$ cat config.mk
export PLATFORM = sky130hd
export DESIGN_NAME = la_host_link
export DESIGN_NICKNAME = d
export VERILOG_FILES = /design/src/source/la_host_pkg.sv /design/src/source/hex_command_parser.sv /design/src/source/la_host_link.sv /design/src/source/la_settings_regs.sv /design/src/source/response_writer.sv /design/src/source/rx_byte_fifo.sv
export SDC_FILE = /design/constraint.sdc
export NUM_CORES = 1
export LEC_CHECK = 0
export BUFFER_PORTS_ARGS = -buffer_cell sky130_fd_sc_hd__buf_2
export CORE_ASPECT_RATIO = 1.2
export CORE_MARGIN = 5
export CORE_UTILIZATION = 55
export CTS_BUF_LIST = sky130_fd_sc_hd__clkbuf_4
export CTS_CLUSTER_SIZE = 14
export DETAILED_ROUTE_END_ITERATION = 7
export GPL_ROUTABILITY_DRIVEN = 0
export PLACE_DENSITY = 0.85
export SLEW_MARGIN = 10
export SYNTH_ARGS = -nofsm -noshare
export SYNTH_HDL_FRONTEND = slang
export SYNTH_SLANG_ARGS = --single-unit
$ cat constraint.sdc
create_clock -name clk -period 3.3 [get_ports clk]
set_input_delay 0.66 -clock clk [delete_from_list [all_inputs] [get_ports clk]]
set_output_delay 0.66 -clock clk [all_outputs]
set_load 0.02 [all_outputs]
$ cat src/source/la_host_pkg.sv
`default_nettype none

package la_host_pkg;

  localparam int DATA_W     = 8;
  localparam int SETTING_W  = 32;
  localparam int HEX_DIGITS = 8;
  localparam int FIFO_DEPTH = 16;

  // line framing and response bytes
  localparam logic [7:0] START_ID         = 8'h4C;
  localparam logic [7:0] RESPONSE_ID      = 8'h52;
  localparam logic [7:0] RESPONSE_SUCCESS = 8'h4F;
  localparam logic [7:0] RESPONSE_FAIL    = 8'h46;
  localparam logic [7:0] LINE_FEED        = 8'h0A;
  localparam logic [7:0] CARRIAGE_RETURN  = 8'h0D;
  localparam logic [7:0] HEX_0            = 8'h30;

  // command byte that follows the start id
  typedef enum logic [7:0] {
    op_ping                = 8'h30,
    op_reset               = 8'h31,
    op_set_enable          = 8'h32,
    op_get_enable          = 8'h33,
    op_write_trigger       = 8'h34,
    op_write_mask          = 8'h35,
    op_write_trigger_after = 8'h36,
    op_write_trigger_edge  = 8'h37,
    op_write_both_edges    = 8'h38,
    op_write_repeat_count  = 8'h39
  } la_opcode_t;

  // order follows the write opcodes
  typedef enum logic [2:0] {
    sel_trigger,
    sel_trigger_mask,
    sel_trigger_after,
    sel_trigger_edge,
    sel_both_edges,
    sel_repeat_count
  } setting_sel_t;

  typedef enum logic [2:0] {
    ps_idle,
    ps_command,
    ps_hex_value,
    ps_enable_value,
    ps_line_feed,
    ps_wait_response
  } parse_state_t;

  typedef enum logic [2:0] {
    ws_idle,
    ws_id,
    ws_status,
    ws_arg,
    ws_cr,
    ws_lf
  } write_state_t;

endpackage

`default_nettype wire

$ cat src/source/hex_command_parser.sv
`timescale 1ns/1ps
`default_nettype none

module hex_command_parser (
  input  wire logic                               clk,
  input  wire logic                               rst,
  input  wire logic [la_host_pkg::DATA_W-1:0]     rd_data,
  input  wire logic                               empty,
  input  wire logic                               response_done,
  output logic                                    pop,
  output logic                                    setting_write,
  output la_host_pkg::setting_sel_t               setting_sel,
  output logic      [la_host_pkg::SETTING_W-1:0]  setting_value,
  output logic                                    settings_hold,
  output logic                                    enable_write,
  output logic                                    enable_value,
  output logic                                    la_reset,
  output logic                                    response_start,
  output logic      [la_host_pkg::DATA_W-1:0]     response_status,
  output logic                                    with_arg
);

  la_host_pkg::parse_state_t                  state;
  la_host_pkg::la_opcode_t                    opcode;
  logic                                       byte_valid;
  logic                                       is_line_feed;
  logic [3:0]                                 nibble;
  logic [$clog2(la_host_pkg::HEX_DIGITS)-1:0] digit_count;

  assign opcode       = la_host_pkg::la_opcode_t'(rd_data);
  assign is_line_feed = (rd_data == la_host_pkg::LINE_FEED);
  // uppercase hex only, 'A' has 1 in its low nibble
  assign nibble       = (rd_data >= 8'h41) ? rd_data[3:0] + 4'd9 : rd_data[3:0];

  always_ff @(posedge clk) begin
    if (rst) begin
      state          <= la_host_pkg::ps_idle;
      pop            <= 1'b0;
      byte_valid     <= 1'b0;
      setting_write  <= 1'b0;
      settings_hold  <= 1'b0;
      enable_write   <= 1'b0;
      la_reset       <= 1'b0;
      response_start <= 1'b0;
      digit_count    <= '0;
    end else begin
      setting_write  <= 1'b0;
      settings_hold  <= 1'b0;
      enable_write   <= 1'b0;
      la_reset       <= 1'b0;
      response_start <= 1'b0;

      // one byte in flight, nothing taken while a response goes out
      pop        <= !empty && !pop && !byte_valid &&
                    (state != la_host_pkg::ps_wait_response);
      byte_valid <= pop;

      if (state == la_host_pkg::ps_wait_response) begin
        if (response_done) begin
          state <= la_host_pkg::ps_idle;
        end
      end else if (byte_valid) begin
        if (is_line_feed && (state != la_host_pkg::ps_line_feed)) begin
          // early line feed drops the line silently
          state <= la_host_pkg::ps_idle;
        end else begin
          case (state)
            la_host_pkg::ps_idle: begin
              if (rd_data == la_host_pkg::START_ID) begin
                state <= la_host_pkg::ps_command;
              end
            end
            la_host_pkg::ps_command: begin
              response_status <= la_host_pkg::RESPONSE_SUCCESS;
              with_arg        <= 1'b0;
              state           <= la_host_pkg::ps_line_feed;
              case (opcode)
                la_host_pkg::op_ping: begin
                  // answer only
                end
                la_host_pkg::op_reset: begin
                  la_reset <= 1'b1;
                end
                la_host_pkg::op_set_enable: begin
                  state <= la_host_pkg::ps_enable_value;
                end
                la_host_pkg::op_get_enable: begin
                  with_arg <= 1'b1;
                end
                la_host_pkg::op_write_trigger,
                la_host_pkg::op_write_mask,
                la_host_pkg::op_write_trigger_after,
                la_host_pkg::op_write_trigger_edge,
                la_host_pkg::op_write_both_edges,
                la_host_pkg::op_write_repeat_count: begin
                  // capture stops while settings change
                  settings_hold <= 1'b1;
                  setting_sel   <= la_host_pkg::setting_sel_t'(
                                     3'(rd_data - la_host_pkg::op_write_trigger));
                  digit_count   <= '0;
                  state         <= la_host_pkg::ps_hex_value;
                end
                default: begin
                  response_status <= la_host_pkg::RESPONSE_FAIL;
                end
              endcase
            end
            la_host_pkg::ps_hex_value: begin
              // most significant digit first
              setting_value <= {setting_value[la_host_pkg::SETTING_W-5:0], nibble};
              digit_count   <= digit_count + 1'b1;
              if (digit_count == la_host_pkg::HEX_DIGITS - 1) begin
                setting_write <= 1'b1;
                state         <= la_host_pkg::ps_line_feed;
              end
            end
            la_host_pkg::ps_enable_value: begin
              if ((rd_data == la_host_pkg::HEX_0) ||
                  (rd_data == la_host_pkg::HEX_0 + 8'd1)) begin
                enable_write    <= 1'b1;
                enable_value    <= rd_data[0];
                response_status <= la_host_pkg::RESPONSE_SUCCESS;
              end else begin
                response_status <= la_host_pkg::RESPONSE_FAIL;
              end
              state <= la_host_pkg::ps_line_feed;
            end
            la_host_pkg::ps_line_feed: begin
              // anything but the line feed is skipped here
              if (is_line_feed) begin
                response_start <= 1'b1;
                state          <= la_host_pkg::ps_wait_response;
              end
            end
            default: begin
              state <= la_host_pkg::ps_idle;
            end
          endcase
        end
      end
    end
  end

endmodule

`default_nettype wire

$ cat src/source/la_host_link.sv
`timescale 1ns/1ps
`default_nettype none

module la_host_link (
  input  wire logic                               clk,
  input  wire logic                               rst,
  input  wire logic                               rx_strobe,
  input  wire logic [la_host_pkg::DATA_W-1:0]     rx_data,
  input  wire logic                               tx_full,
  input  wire logic                               disable_capture,
  output logic                                    tx_strobe,
  output logic      [la_host_pkg::DATA_W-1:0]     tx_data,
  output logic                                    rx_overflow,
  output logic      [la_host_pkg::SETTING_W-1:0]  trigger,
  output logic      [la_host_pkg::SETTING_W-1:0]  trigger_mask,
  output logic      [la_host_pkg::SETTING_W-1:0]  trigger_after,
  output logic      [la_host_pkg::SETTING_W-1:0]  trigger_edge,
  output logic      [la_host_pkg::SETTING_W-1:0]  both_edges,
  output logic      [la_host_pkg::SETTING_W-1:0]  repeat_count,
  output logic                                    enable,
  output logic                                    set_strobe,
  output logic                                    la_reset
);

  // receive byte path
  logic                               fifo_pop;
  logic [la_host_pkg::DATA_W-1:0]     fifo_rd_data;
  logic                               fifo_empty;

  // settings path
  logic                               setting_write;
  la_host_pkg::setting_sel_t          setting_sel;
  logic [la_host_pkg::SETTING_W-1:0]  setting_value;
  logic                               settings_hold;
  logic                               enable_write;
  logic                               enable_value;

  // response path
  logic                               response_start;
  logic [la_host_pkg::DATA_W-1:0]     response_status;
  logic                               with_arg;
  logic                               response_done;

  rx_byte_fifo rx_fifo (
    .clk       (clk),
    .rst       (rst),
    .push      (rx_strobe),
    .push_data (rx_data),
    .pop       (fifo_pop),
    .rd_data   (fifo_rd_data),
    .empty     (fifo_empty),
    .overflow  (rx_overflow)
  );

  hex_command_parser parser (
    .clk             (clk),
    .rst             (rst),
    .rd_data         (fifo_rd_data),
    .empty           (fifo_empty),
    .response_done   (response_done),
    .pop             (fifo_pop),
    .setting_write   (setting_write),
    .setting_sel     (setting_sel),
    .setting_value   (setting_value),
    .settings_hold   (settings_hold),
    .enable_write    (enable_write),
    .enable_value    (enable_value),
    .la_reset        (la_reset),
    .response_start  (response_start),
    .response_status (response_status),
    .with_arg        (with_arg)
  );

  la_settings_regs settings (
    .clk             (clk),
    .rst             (rst),
    .setting_write   (setting_write),
    .setting_sel     (setting_sel),
    .setting_value   (setting_value),
    .settings_hold   (settings_hold),
    .enable_write    (enable_write),
    .enable_value    (enable_value),
    .disable_capture (disable_capture),
    .trigger         (trigger),
    .trigger_mask    (trigger_mask),
    .trigger_after   (trigger_after),
    .trigger_edge    (trigger_edge),
    .both_edges      (both_edges),
    .repeat_count    (repeat_count),
    .enable          (enable),
    .set_strobe      (set_strobe)
  );

  response_writer writer (
    .clk             (clk),
    .rst             (rst),
    .response_start  (response_start),
    .response_status (response_status),
    .with_arg        (with_arg),
    .enable          (enable),
    .tx_full         (tx_full),
    .tx_strobe       (tx_strobe),
    .tx_data         (tx_data),
    .response_done   (response_done)
  );

endmodule

`default_nettype wire

$ cat src/source/la_settings_regs.sv
`timescale 1ns/1ps
`default_nettype none

module la_settings_regs (
  input  wire logic                               clk,
  input  wire logic                               rst,
  input  wire logic                               setting_write,
  input  wire la_host_pkg::setting_sel_t          setting_sel,
  input  wire logic [la_host_pkg::SETTING_W-1:0]  setting_value,
  input  wire logic                               settings_hold,
  input  wire logic                               enable_write,
  input  wire logic                               enable_value,
  input  wire logic                               disable_capture,
  output logic      [la_host_pkg::SETTING_W-1:0]  trigger,
  output logic      [la_host_pkg::SETTING_W-1:0]  trigger_mask,
  output logic      [la_host_pkg::SETTING_W-1:0]  trigger_after,
  output logic      [la_host_pkg::SETTING_W-1:0]  trigger_edge,
  output logic      [la_host_pkg::SETTING_W-1:0]  both_edges,
  output logic      [la_host_pkg::SETTING_W-1:0]  repeat_count,
  output logic                                    enable,
  output logic                                    set_strobe
);

  always_ff @(posedge clk) begin
    if (rst) begin
      trigger       <= '0;
      trigger_mask  <= '0;
      trigger_after <= '0;
      trigger_edge  <= '0;
      both_edges    <= '0;
      repeat_count  <= '0;
      set_strobe    <= 1'b0;
    end else begin
      // one strobe per completed write
      set_strobe <= setting_write;
      if (setting_write) begin
        case (setting_sel)
          la_host_pkg::sel_trigger:       trigger       <= setting_value;
          la_host_pkg::sel_trigger_mask:  trigger_mask  <= setting_value;
          la_host_pkg::sel_trigger_after: trigger_after <= setting_value;
          la_host_pkg::sel_trigger_edge:  trigger_edge  <= setting_value;
          la_host_pkg::sel_both_edges:    both_edges    <= setting_value;
          la_host_pkg::sel_repeat_count:  repeat_count  <= setting_value;
          default: begin
            trigger <= trigger;
          end
        endcase
      end
    end
  end

  // capture enable, the disable input wins over a host write
  always_ff @(posedge clk) begin
    if (rst) begin
      enable <= 1'b0;
    end else if (disable_capture || settings_hold) begin
      enable <= 1'b0;
    end else if (enable_write) begin
      enable <= enable_value;
    end
  end

endmodule

`default_nettype wire

$ cat src/source/response_writer.sv
`timescale 1ns/1ps
`default_nettype none

module response_writer (
  input  wire logic                           clk,
  input  wire logic                           rst,
  input  wire logic                           response_start,
  input  wire logic [la_host_pkg::DATA_W-1:0] response_status,
  input  wire logic                           with_arg,
  input  wire logic                           enable,
  input  wire logic                           tx_full,
  output logic                                tx_strobe,
  output logic      [la_host_pkg::DATA_W-1:0] tx_data,
  output logic                                response_done
);

  la_host_pkg::write_state_t        state;
  logic [la_host_pkg::DATA_W-1:0]   byte_q;
  logic [la_host_pkg::DATA_W-1:0]   status_q;
  logic                             with_arg_q;

  // current byte is held in byte_q until the transmit side has room
  assign tx_strobe     = (state != la_host_pkg::ws_idle) && !tx_full;
  assign tx_data       = byte_q;
  assign response_done = (state == la_host_pkg::ws_lf) && !tx_full;

  always_ff @(posedge clk) begin
    if (rst) begin
      state <= la_host_pkg::ws_idle;
    end else begin
      case (state)
        la_host_pkg::ws_idle: begin
          if (response_start) begin
            state <= la_host_pkg::ws_id;
          end
        end
        la_host_pkg::ws_id: begin
          if (!tx_full) begin
            state <= la_host_pkg::ws_status;
          end
        end
        la_host_pkg::ws_status: begin
          if (!tx_full) begin
            state <= with_arg_q ? la_host_pkg::ws_arg : la_host_pkg::ws_cr;
          end
        end
        la_host_pkg::ws_arg: begin
          if (!tx_full) begin
            state <= la_host_pkg::ws_cr;
          end
        end
        la_host_pkg::ws_cr: begin
          if (!tx_full) begin
            state <= la_host_pkg::ws_lf;
          end
        end
        la_host_pkg::ws_lf: begin
          if (!tx_full) begin
            state <= la_host_pkg::ws_idle;
          end
        end
        default: begin
          state <= la_host_pkg::ws_idle;
        end
      endcase
    end
  end

  // next byte loads as the current one leaves
  always_ff @(posedge clk) begin
    if ((state == la_host_pkg::ws_idle) && response_start) begin
      status_q   <= response_status;
      with_arg_q <= with_arg;
      byte_q     <= la_host_pkg::RESPONSE_ID;
    end else if (tx_strobe) begin
      case (state)
        la_host_pkg::ws_id: begin
          byte_q <= status_q;
        end
        la_host_pkg::ws_status: begin
          // enable sampled here for the argument digit
          byte_q <= with_arg_q ?
                    la_host_pkg::HEX_0 + {{(la_host_pkg::DATA_W-1){1'b0}}, enable} :
                    la_host_pkg::CARRIAGE_RETURN;
        end
        la_host_pkg::ws_arg: begin
          byte_q <= la_host_pkg::CARRIAGE_RETURN;
        end
        la_host_pkg::ws_cr: begin
          byte_q <= la_host_pkg::LINE_FEED;
        end
        default: begin
          byte_q <= byte_q;
        end
      endcase
    end
  end

endmodule

`default_nettype wire

$ cat src/source/rx_byte_fifo.sv
`timescale 1ns/1ps
`default_nettype none

module rx_byte_fifo (
  input  wire logic                             clk,
  input  wire logic                             rst,
  input  wire logic                             push,
  input  wire logic [la_host_pkg::DATA_W-1:0]   push_data,
  input  wire logic                             pop,
  output logic      [la_host_pkg::DATA_W-1:0]   rd_data,
  output logic                                  empty,
  output logic                                  overflow
);

  logic [la_host_pkg::DATA_W-1:0]           mem [la_host_pkg::FIFO_DEPTH];
  logic [$clog2(la_host_pkg::FIFO_DEPTH)-1:0] wr_ptr;
  logic [$clog2(la_host_pkg::FIFO_DEPTH)-1:0] rd_ptr;
  logic [$clog2(la_host_pkg::FIFO_DEPTH):0]   count;
  logic                                       full;
  logic                                       do_push;
  logic                                       do_pop;

  assign full    = (count == la_host_pkg::FIFO_DEPTH);
  assign empty   = (count == '0);
  // a push into a full buffer is dropped even when a pop comes with it
  assign do_push = push && !full;
  assign do_pop  = pop && !empty;

  // storage, read data lands one cycle after the pop
  always_ff @(posedge clk) begin
    if (do_push) begin
      mem[wr_ptr] <= push_data;
    end
    if (do_pop) begin
      rd_data <= mem[rd_ptr];
    end
  end

  always_ff @(posedge clk) begin
    if (rst) begin
      wr_ptr   <= '0;
      rd_ptr   <= '0;
      count    <= '0;
      overflow <= 1'b0;
    end else begin
      if (do_push) begin
        wr_ptr <= wr_ptr + 1'b1;
      end
      if (do_pop) begin
        rd_ptr <= rd_ptr + 1'b1;
      end
      case ({do_push, do_pop})
        2'b10:   count <= count + 1'b1;
        2'b01:   count <= count - 1'b1;
        default: count <= count;
      endcase
      // sticky until reset
      if (push && full) begin
        overflow <= 1'b1;
      end
    end
  end

endmodule

`default_nettype wire

==> Flow_metrics.wiki, run 1 <==
{| class="wikitable"
! Metric !! Value
|-
| Status || finished clean
|-
| Static leakage power || 6.68 nW
|-
| Biggest area consumer among synthesized cells || sky130_fd_sc_hd__edfxtp_1
|-
| Slew at the pin closest to its max-slew limit || 1.10 ns
|-
| Die outline area || 0.0311 mm^2
|-
| Clock skew || 0.0395 ns
|-
| Clock Latency Late Sink || 0.74 ns
|-
| Buffers from clock root to sink, at most || 3
|-
| Post-route total power || 10.4 mW
|-
| Number of register bits inferred by synthesis || 407
|-
| Initial antenna violation count || 2
|-
| Count of flip-flops with a built-in enable after synthesis || 176
|-
| Cell family contributing the most delay on the critical path || simple AND/OR/NAND/NOR gates
|-
| Post-route core utilization || 0.657
|-
| Syn Std Cell Area || 0.0152 mm^2
|-
| Max-cap violations || 0
|-
| Detail-routed via count per cell || 5.61
|-
| Main combinational cell family by area after synthesis || simple AND/OR/NAND/NOR gates
|-
| Synthesized-area fraction occupied by ao, oa, aoi and oai cells || 0.0880
|-
| Global Route met2 Usage || 0.406
|-
| Area share of fa/ha/maj cells after synthesis || 0.0143
|-
| Number of optimization iterations in the first detailed-route pass || 5
|-
| Delay of the slowest critical-path stage || 0.47 ns
|-
| Final HPWL from detailed placement || 25.2 mm
|-
| Buf+Inv Stages, Crit Path || 2
|-
| Share of the cycle needed by the critical path after routing || 0.894
|-
| Critical Path Start Type || register
|-
| Die Span Y || 192 um
|-
| Post-synth ARST share || 0
|-
| Share of the synthesized netlist area taken by xor and xnor gates || 0.00634
|-
| Unrepaired setup endpoints after global routing || no
|-
| Flip-flop cell with the highest count after synthesis || sky130_fd_sc_hd__dfxtp_1
|-
| Initial Util || 0.560
|-
| Clk slew on worst S/H paths || 0.07 ns
|-
| Max rail drop VDD || 376 uV
|-
| Number of levels in the clock H-tree || 3
|-
| Syn Inst Count || 1372
|-
| Part of the Yosys area used for sequential elements || 0.652
|-
| Worst R2R Start || rx_fifo.count[0]
|-
| Post-CTS setup buffers || 0
|-
| Ys Warns || 0
|-
| Register-to-Register Setup Slack || 0.35 ns
|-
| Root buffer selected by CTS || sky130_fd_sc_hd__clkbuf_4
|-
| Number of endpoints failing setup at the final stage || 0
|-
| Total Wirelength || 37.7 mm
|-
| Type of the worst min-delay path || in -> reg
|-
| Number of antenna-violating nets in the routed design || 0
|-
| Dominant cells by area after synthesis || sky130_fd_sc_hd__edfxtp_1 35%, sky130_fd_sc_hd__dfxtp_1 30%, sky130_fd_sc_hd__nand2_1 9.8%, sky130_fd_sc_hd__a21oi_1 6.8%, sky130_fd_sc_hd__mux4_2 5.9%
|-
| DRC errors left || 0
|-
| Clock tree sinks || 407
|-
| Starting DRT DRC Count || 1119
|-
| Largest net degree at the start of global routing || 108
|-
| Number of nets in the synthesized netlist || 1401
|-
| Post-CTS resize count || 0
|-
| CTS Buf Count || 95
|-
| Number of hold violations in the final report || 0
|-
| Detail-routed net length per standard cell || 18.5 um
|-
| Area of the core region || 0.0272 mm^2
|-
| Worst hold slack || 0.0986 ns
|-
| First-pass GRT wire length || 58.6 mm
|-
| Synthesized area divided by synthesized cell count || 11.1 um^2
|-
| Mux contribution to synthesized area || 0.0648
|-
| Number of pins exceeding their max-slew limit in the final report || 0
|-
| Share of post-route cells with drive strength above 1 || 0.267
|-
| Cell with the largest stage delay on the worst path || sky130_fd_sc_hd__nor4_2
|-
| Die W || 162 um
|-
| Total negative slack for setup checks || 0 ns
|-
| Post-synth top area share || 0.348
|-
| Global-route usage over all layers || 0.238
|-
| Critical-path maximum fanout || 4
|-
| WP data arrival || 3.56 ns
|-
| Power density over the cells || 581 mW/mm^2
|-
| Highest Clock Rate || 339 MHz
|-
| Crit path from || rx_fifo.count[0]
|-
| Highest-count cells in the layout ignoring fill and taps || 399 x sky130_fd_sc_hd__nand2_1, 230 x sky130_fd_sc_hd__dfxtp_1, 215 x sky130_fd_sc_hd__buf_2
|-
| I/O Buffers || 216
|-
| Number of nets in the final layout || 1644
|-
| Vias in the first global route || 11200
|-
| Count of pins on the block boundary || 218
|-
| Num rows || 66
|-
| Origin of the worst min-delay path || disable_capture
|-
| Total congestion overflow after global routing || 0
|-
| Slew margin rel. || 0.268
|-
| Ordered cell list for the critical path || nor4_2, a21boi_1, inv_2, ha_1, inv_1, fa_1, nor2b_1, o21ai_1, nand3_1, or3b_1, mux2_1
|-
| Distinct cells, synth || 66
|-
| CP Capture Type || register
|-
| P&R area growth vs syn || 17.4%
|-
| Worst Path Required || 3.91 ns
|-
| CTS tree || yes
|-
| Final period demand of the worst path || 2.95 ns
|-
| Met3 Use GR || 0.0528
|-
| Post-synthesis simple-gate area fraction || 0.146
|-
| Global-route track usage on met1 || 0.280
|-
| Leading cell type in the layout, fill and taps excluded || sky130_fd_sc_hd__nand2_1
|-
| GR peak layer || met2
|-
| Post-CTS Hold Fix Bufs || 0
|-
| Crit path kind || reg -> reg
|-
| Vias post-DR || 11400
|}
## sequential cells by signal, summed over array words and instances (netlist names), 3 cells and up
name / flops
parser.digit_count: 3
parser.setting_sel: 3
parser.setting_value: 32
parser.state: 3
rx_fifo.count: 5
rx_fifo.mem: 128
rx_fifo.rd_data: 8
rx_fifo.rd_ptr: 4
rx_fifo.wr_ptr: 4
settings.both_edges: 32
settings.repeat_count: 32
settings.trigger: 32
settings.trigger_after: 32
settings.trigger_edge: 32
settings.trigger_mask: 32
writer.state: 3
writer.tx_data: 7
## worst paths after layout
check | to | depth (start not counted)
worst max-delay path | rx_fifo.count[4] | 11
worst min-delay path | settings.enable | 2
worst max register to register | rx_fifo.count[4] | 11
worst min register to register | settings.enable | 1
## through the flow
stage / instance area [um^2] / instances / setup WS (ns)
finish: 17900 / 2036 / 0.349
global route: 17900 / 2036 / 0.138
CTS: 17800 / 2034 / 0.136
detailed placement: 16600 / 1858 / 0.155
global placement: 16600 / 1858 / 0.419
floorplan: 15200 / 1372 / 0.291
## report_power, final
group	internal (mW)	leakage [nW]	switching, mW
clock network	2.21	0.762	1.92
registers	5.36	3.45	0.0942
logic	0.369	2.46	0.411
total	7.94	6.68	2.43
## logic make-up (layout without fill, tap and decap cells)
group,after synthesis,after routing
other,1,3
AOI/OAI and AO/OA,251,251
adders and majority gates,17,17
xor gates and xnor gates,11,11
and+or+nand+nor,527,527
muxes,48,48
buffers and inverters,110,432
DFF,407,407
## metal layers
metal | share of wire | wire [um] | vias up
met2 | 0.51 | 19200 | 566
met3 | 0.083 | 3140 | 110
met4 | 0.044 | 1670 | 0
met5 | 0 | 0 | -
met1 | 0.36 | 13700 | 5439
li1 | - | - | 5312
## cell type report
type | instances | area, um^2
repair buffers | 240 | 1280
clock buffers | 148 | 1110
flip-flops and latches | 407 | 9910
clock inverters | 28 | 178
diodes | 2 | 5.00
well taps | 340 | 425
multi-input cells | 855 | 4880
inverters | 16 | 60.1
fillers | 1965 | 9310
## cells in the mapped netlist (all sizes together), types with 3 or more instances
library cell and n:
nand2 399, dfxtp 231, a21oi 208, edfxtp 176, clkbuf 82, nor2 48
mux4 40, nor3 19, ha 15, inv 15, o21ai 15, buf 12
nand2b 10, nor2b 7, xor2 6, and3 5, mux2i 5, nand3 5
xnor2 5, and2 4, nor4 4, a21o 3, a31oi 3, mux2 3
nand3b 3, nor3b 3, nor4b 3, o21a 3, o22ai 3
Power figures use the tool's default switching activity.
==> run 2, diff against run 1 <==
--- a/config.mk
+++ b/config.mk
@@ -5,15 +5,15 @@
 export SDC_FILE = /design/constraint.sdc
 export NUM_CORES = 1
 export LEC_CHECK = 0
-export BUFFER_PORTS_ARGS = -buffer_cell sky130_fd_sc_hd__buf_2
 export CORE_ASPECT_RATIO = 1.2
 export CORE_MARGIN = 5
 export CORE_UTILIZATION = 55
 export CTS_BUF_LIST = sky130_fd_sc_hd__clkbuf_4
 export CTS_CLUSTER_SIZE = 14
 export DETAILED_ROUTE_END_ITERATION = 7
+export DONT_BUFFER_PORTS = 1
 export GPL_ROUTABILITY_DRIVEN = 0
-export PLACE_DENSITY = 0.85
+export PLACE_DENSITY = 0.78
 export SLEW_MARGIN = 10
 export SYNTH_ARGS = -nofsm -noshare
 export SYNTH_HDL_FRONTEND = slang
==> Flow_metrics.wiki, run 2 (same netlist as run 1, synthesis figures left out) <==
{| class="wikitable"
! Metric !! Value
|-
| Top Metal Used || met4
|-
| Cell area after layout || 0.0169 mm^2 (-5.4%)
|-
| Clock skew || 0.0761 ns (+0.0365 ns)
|-
| Total negative slack for setup checks || 0 ns (unchanged)
|-
| Buffers from clock root to sink, at most || 3 (unchanged)
|-
| Clock tree sinks || 407 (unchanged)
|-
| Max-cap violations || 0 (unchanged)
|-
| Crit path from || rx_fifo.count[0]
|-
| Num rows || 66 (unchanged)
|-
| Critical Path Start Type || register
|-
| Area of the core region || 0.0272 mm^2 (unchanged)
|-
| Leading cell type in the layout, fill and taps excluded || sky130_fd_sc_hd__nand2_1
|-
| Global-route usage over all layers || 0.237 (-0.000476)
|-
| Status || finished clean
|-
| Clock Latency Late Sink || 0.77 ns (+0.03 ns)
|-
| Highest-count cells in the layout ignoring fill and taps || 399 x sky130_fd_sc_hd__nand2_1, 230 x sky130_fd_sc_hd__dfxtp_1, 208 x sky130_fd_sc_hd__a21oi_1
|-
| Highest Clock Rate || 324 MHz (-4.3%)
|-
| Unrepaired setup endpoints after global routing || no
|-
| Detailed route wirelength on metal2 || 19.2 mm (-0.13%)
|-
| CTS tree || yes
|-
| Static leakage power || 5.54 nW (-17%)
|-
| CTS Buf Count || 97 (+2.1%)
|-
| Initial Util || 0.560 (unchanged)
|-
| Number of hold violations in the final report || 0 (unchanged)
|-
| Detail-routed net length per standard cell || 20.5 um (+11%)
|-
| Worst R2R Start || rx_fifo.count[0]
|-
| Flip-flop count of the largest register after layout || 128 (unchanged)
|-
| Number of endpoints failing setup at the final stage || 0 (unchanged)
|-
| Share of the cycle needed by the critical path after routing || 0.935 (+0.0405)
|-
| Worst Path Required || 3.89 ns (-0.02 ns)
|-
| Detail-routed via count per cell || 5.77 (+2.8%)
|-
| WP data arrival || 3.67 ns (+0.11 ns)
|-
| First-pass GRT wire length || 57.7 mm (-1.6%)
|-
| Largest net degree at the start of global routing || 46 (-57%)
|-
| Routed metal-1 wirelength || 13.1 mm (-4.4%)
|-
| I/O Buffers || 0 (-100%)
|-
| Power density over the cells || 607 mW/mm^2 (+4.6%)
|-
| Number of antenna-violating nets in the routed design || 0 (unchanged)
|-
| Max rail drop VDD || 451 uV (+20%)
|-
| CP Capture Type || register
|-
| Die W || 162 um (unchanged)
|-
| Die outline area || 0.0311 mm^2 (unchanged)
|-
| Filler cell count || 2102 (+7.0%)
|-
| Post-CTS setup buffers || 0 (unchanged)
|-
| Post-CTS resize count || 0 (unchanged)
|-
| Share of post-route cells with drive strength above 1 || 0.157 (-0.110)
|-
| Die Span Y || 192 um (unchanged)
|-
| Placed cell area || 0.0154 mm^2 (-6.7%)
|-
| Number of levels in the clock H-tree || 3 (unchanged)
|-
| Count of pins on the block boundary || 218 (unchanged)
|-
| Root buffer selected by CTS || sky130_fd_sc_hd__clkbuf_4
|-
| DR WL met3 || 3.69 mm (+17%)
|-
| Vias in the first global route || 10600 (-5.6%)
|-
| Number of optimization iterations in the first detailed-route pass || 5 (unchanged)
|-
| Critical-path maximum fanout || 4 (unchanged)
|-
| Slew at the pin closest to its max-slew limit || 1.06 ns (-0.0416 ns)
|-
| Total congestion overflow after global routing || 0 (unchanged)
|-
| Final HPWL from detailed placement || 23.7 mm (-6.2%)
|-
| Starting DRT DRC Count || 929 (-17%)
|-
| Vias post-DR || 10500 (-7.9%)
|-
| Slew margin rel. || 0.294 (+0.0254)
|-
| Clk slew on worst S/H paths || 0.06 ns (about the same)
|-
| Total Wirelength || 37.5 mm (-0.57%)
|-
| DRC errors left || 0 (unchanged)
|-
| Number of nets in the final layout || 1446 (-12%)
|-
| Number of pins exceeding their max-slew limit in the final report || 0 (unchanged)
|-
| Origin of the worst min-delay path || tx_full
|-
| Crit path kind || reg -> reg
|-
| Post-CTS Hold Fix Bufs || 18 (+18)
|-
| Largest reg by FF count || rx_fifo.mem
|-
| Initial antenna violation count || 2 (unchanged)
|-
| Type of the worst min-delay path || in -> reg
|-
| P&R area growth vs syn || 11.1%
|-
| Final period demand of the worst path || 3.08 ns (+0.134 ns)
|}
## run 2: cell types whose count changed in the layout (fill, tap and decap cells not counted), sizes merged
cell,before,now
buf,240,26
clkbuf,148,143
clkinv,24,16
clkinvlp,1,2
dlygate4sd3,0,14
inv,17,18
## run 2: cell type report
cell class / count / area, um^2 / area share
flip-flops and latches: 407 / 9910 / 0.586
multi-input cells: 855 / 4880 / 0.289
clock buffers: 143 / 1070 / 0.0635
well taps: 340 / 425 / 0.0252
repair buffers: 40 / 385 / 0.0228
clock inverters: 22 / 159 / 0.00940
inverters: 16 / 60.1 / 0.00355
diodes: 2 / 5.00 / 0.000296
## run 2: stage by stage
step | total power [mW] | hold slack (ns) | utilization | std cells | setup WS (ns)
final | 10.3 | 0.0853 | 0.622 | 1825 | 0.215
after detailed placement | 6.25 | 0.386 | 0.568 | 1640 | 0.292
after global placement | 6.21 | 0.380 | 0.568 | 1640 | 0.372
after CTS | 10.4 | 0.0137 | 0.622 | 1823 | 0.239
after floorplan | 6.13 | 0.373 | - | 1372 | 0.291
after global routing | 10.7 | 0.0282 | 0.622 | 1825 | 0.0386
## run 2: report_power, final
part           total [mW]  leakage (nW)  switching [mW]  internal (mW)
logic               0.719          1.36           0.362          0.358
registers            5.51          3.45           0.142           5.36
clock network        4.04         0.726            1.90           2.14
## run 2: final timing paths
| check | to | slack, ns | cells after the start |
|---|---|---|---|
| min reg2reg | settings.enable | 0.39 | 1 |
| max reg2reg | rx_fifo.count[4] | 0.22 | 11 |
| min | writer.tx_data[1] | 0.09 | 1 |
| max | rx_fifo.count[4] | 0.22 | 11 |
## run 2: layer usage
layer,track usage,vias up
met4,0.115,0
met3,0.0790,115
li1,-,4889
met5,0,-
met2,0.416,489
met1,0.260,5034
## run 2: critical path: stages, from the launching register on
cell and delay [ns]:
sky130_fd_sc_hd__dfxtp_1 0.35, sky130_fd_sc_hd__nor4_1 0.62, sky130_fd_sc_hd__a21boi_1 0.21, sky130_fd_sc_hd__inv_2 0.07
sky130_fd_sc_hd__ha_1 0.22, sky130_fd_sc_hd__inv_1 0.11, sky130_fd_sc_hd__fa_1 0.39, sky130_fd_sc_hd__nor2b_1 0.16
sky130_fd_sc_hd__o21ai_1 0.09, sky130_fd_sc_hd__nand3_1 0.08, sky130_fd_sc_hd__or3b_1 0.35, sky130_fd_sc_hd__mux2_1 0.32
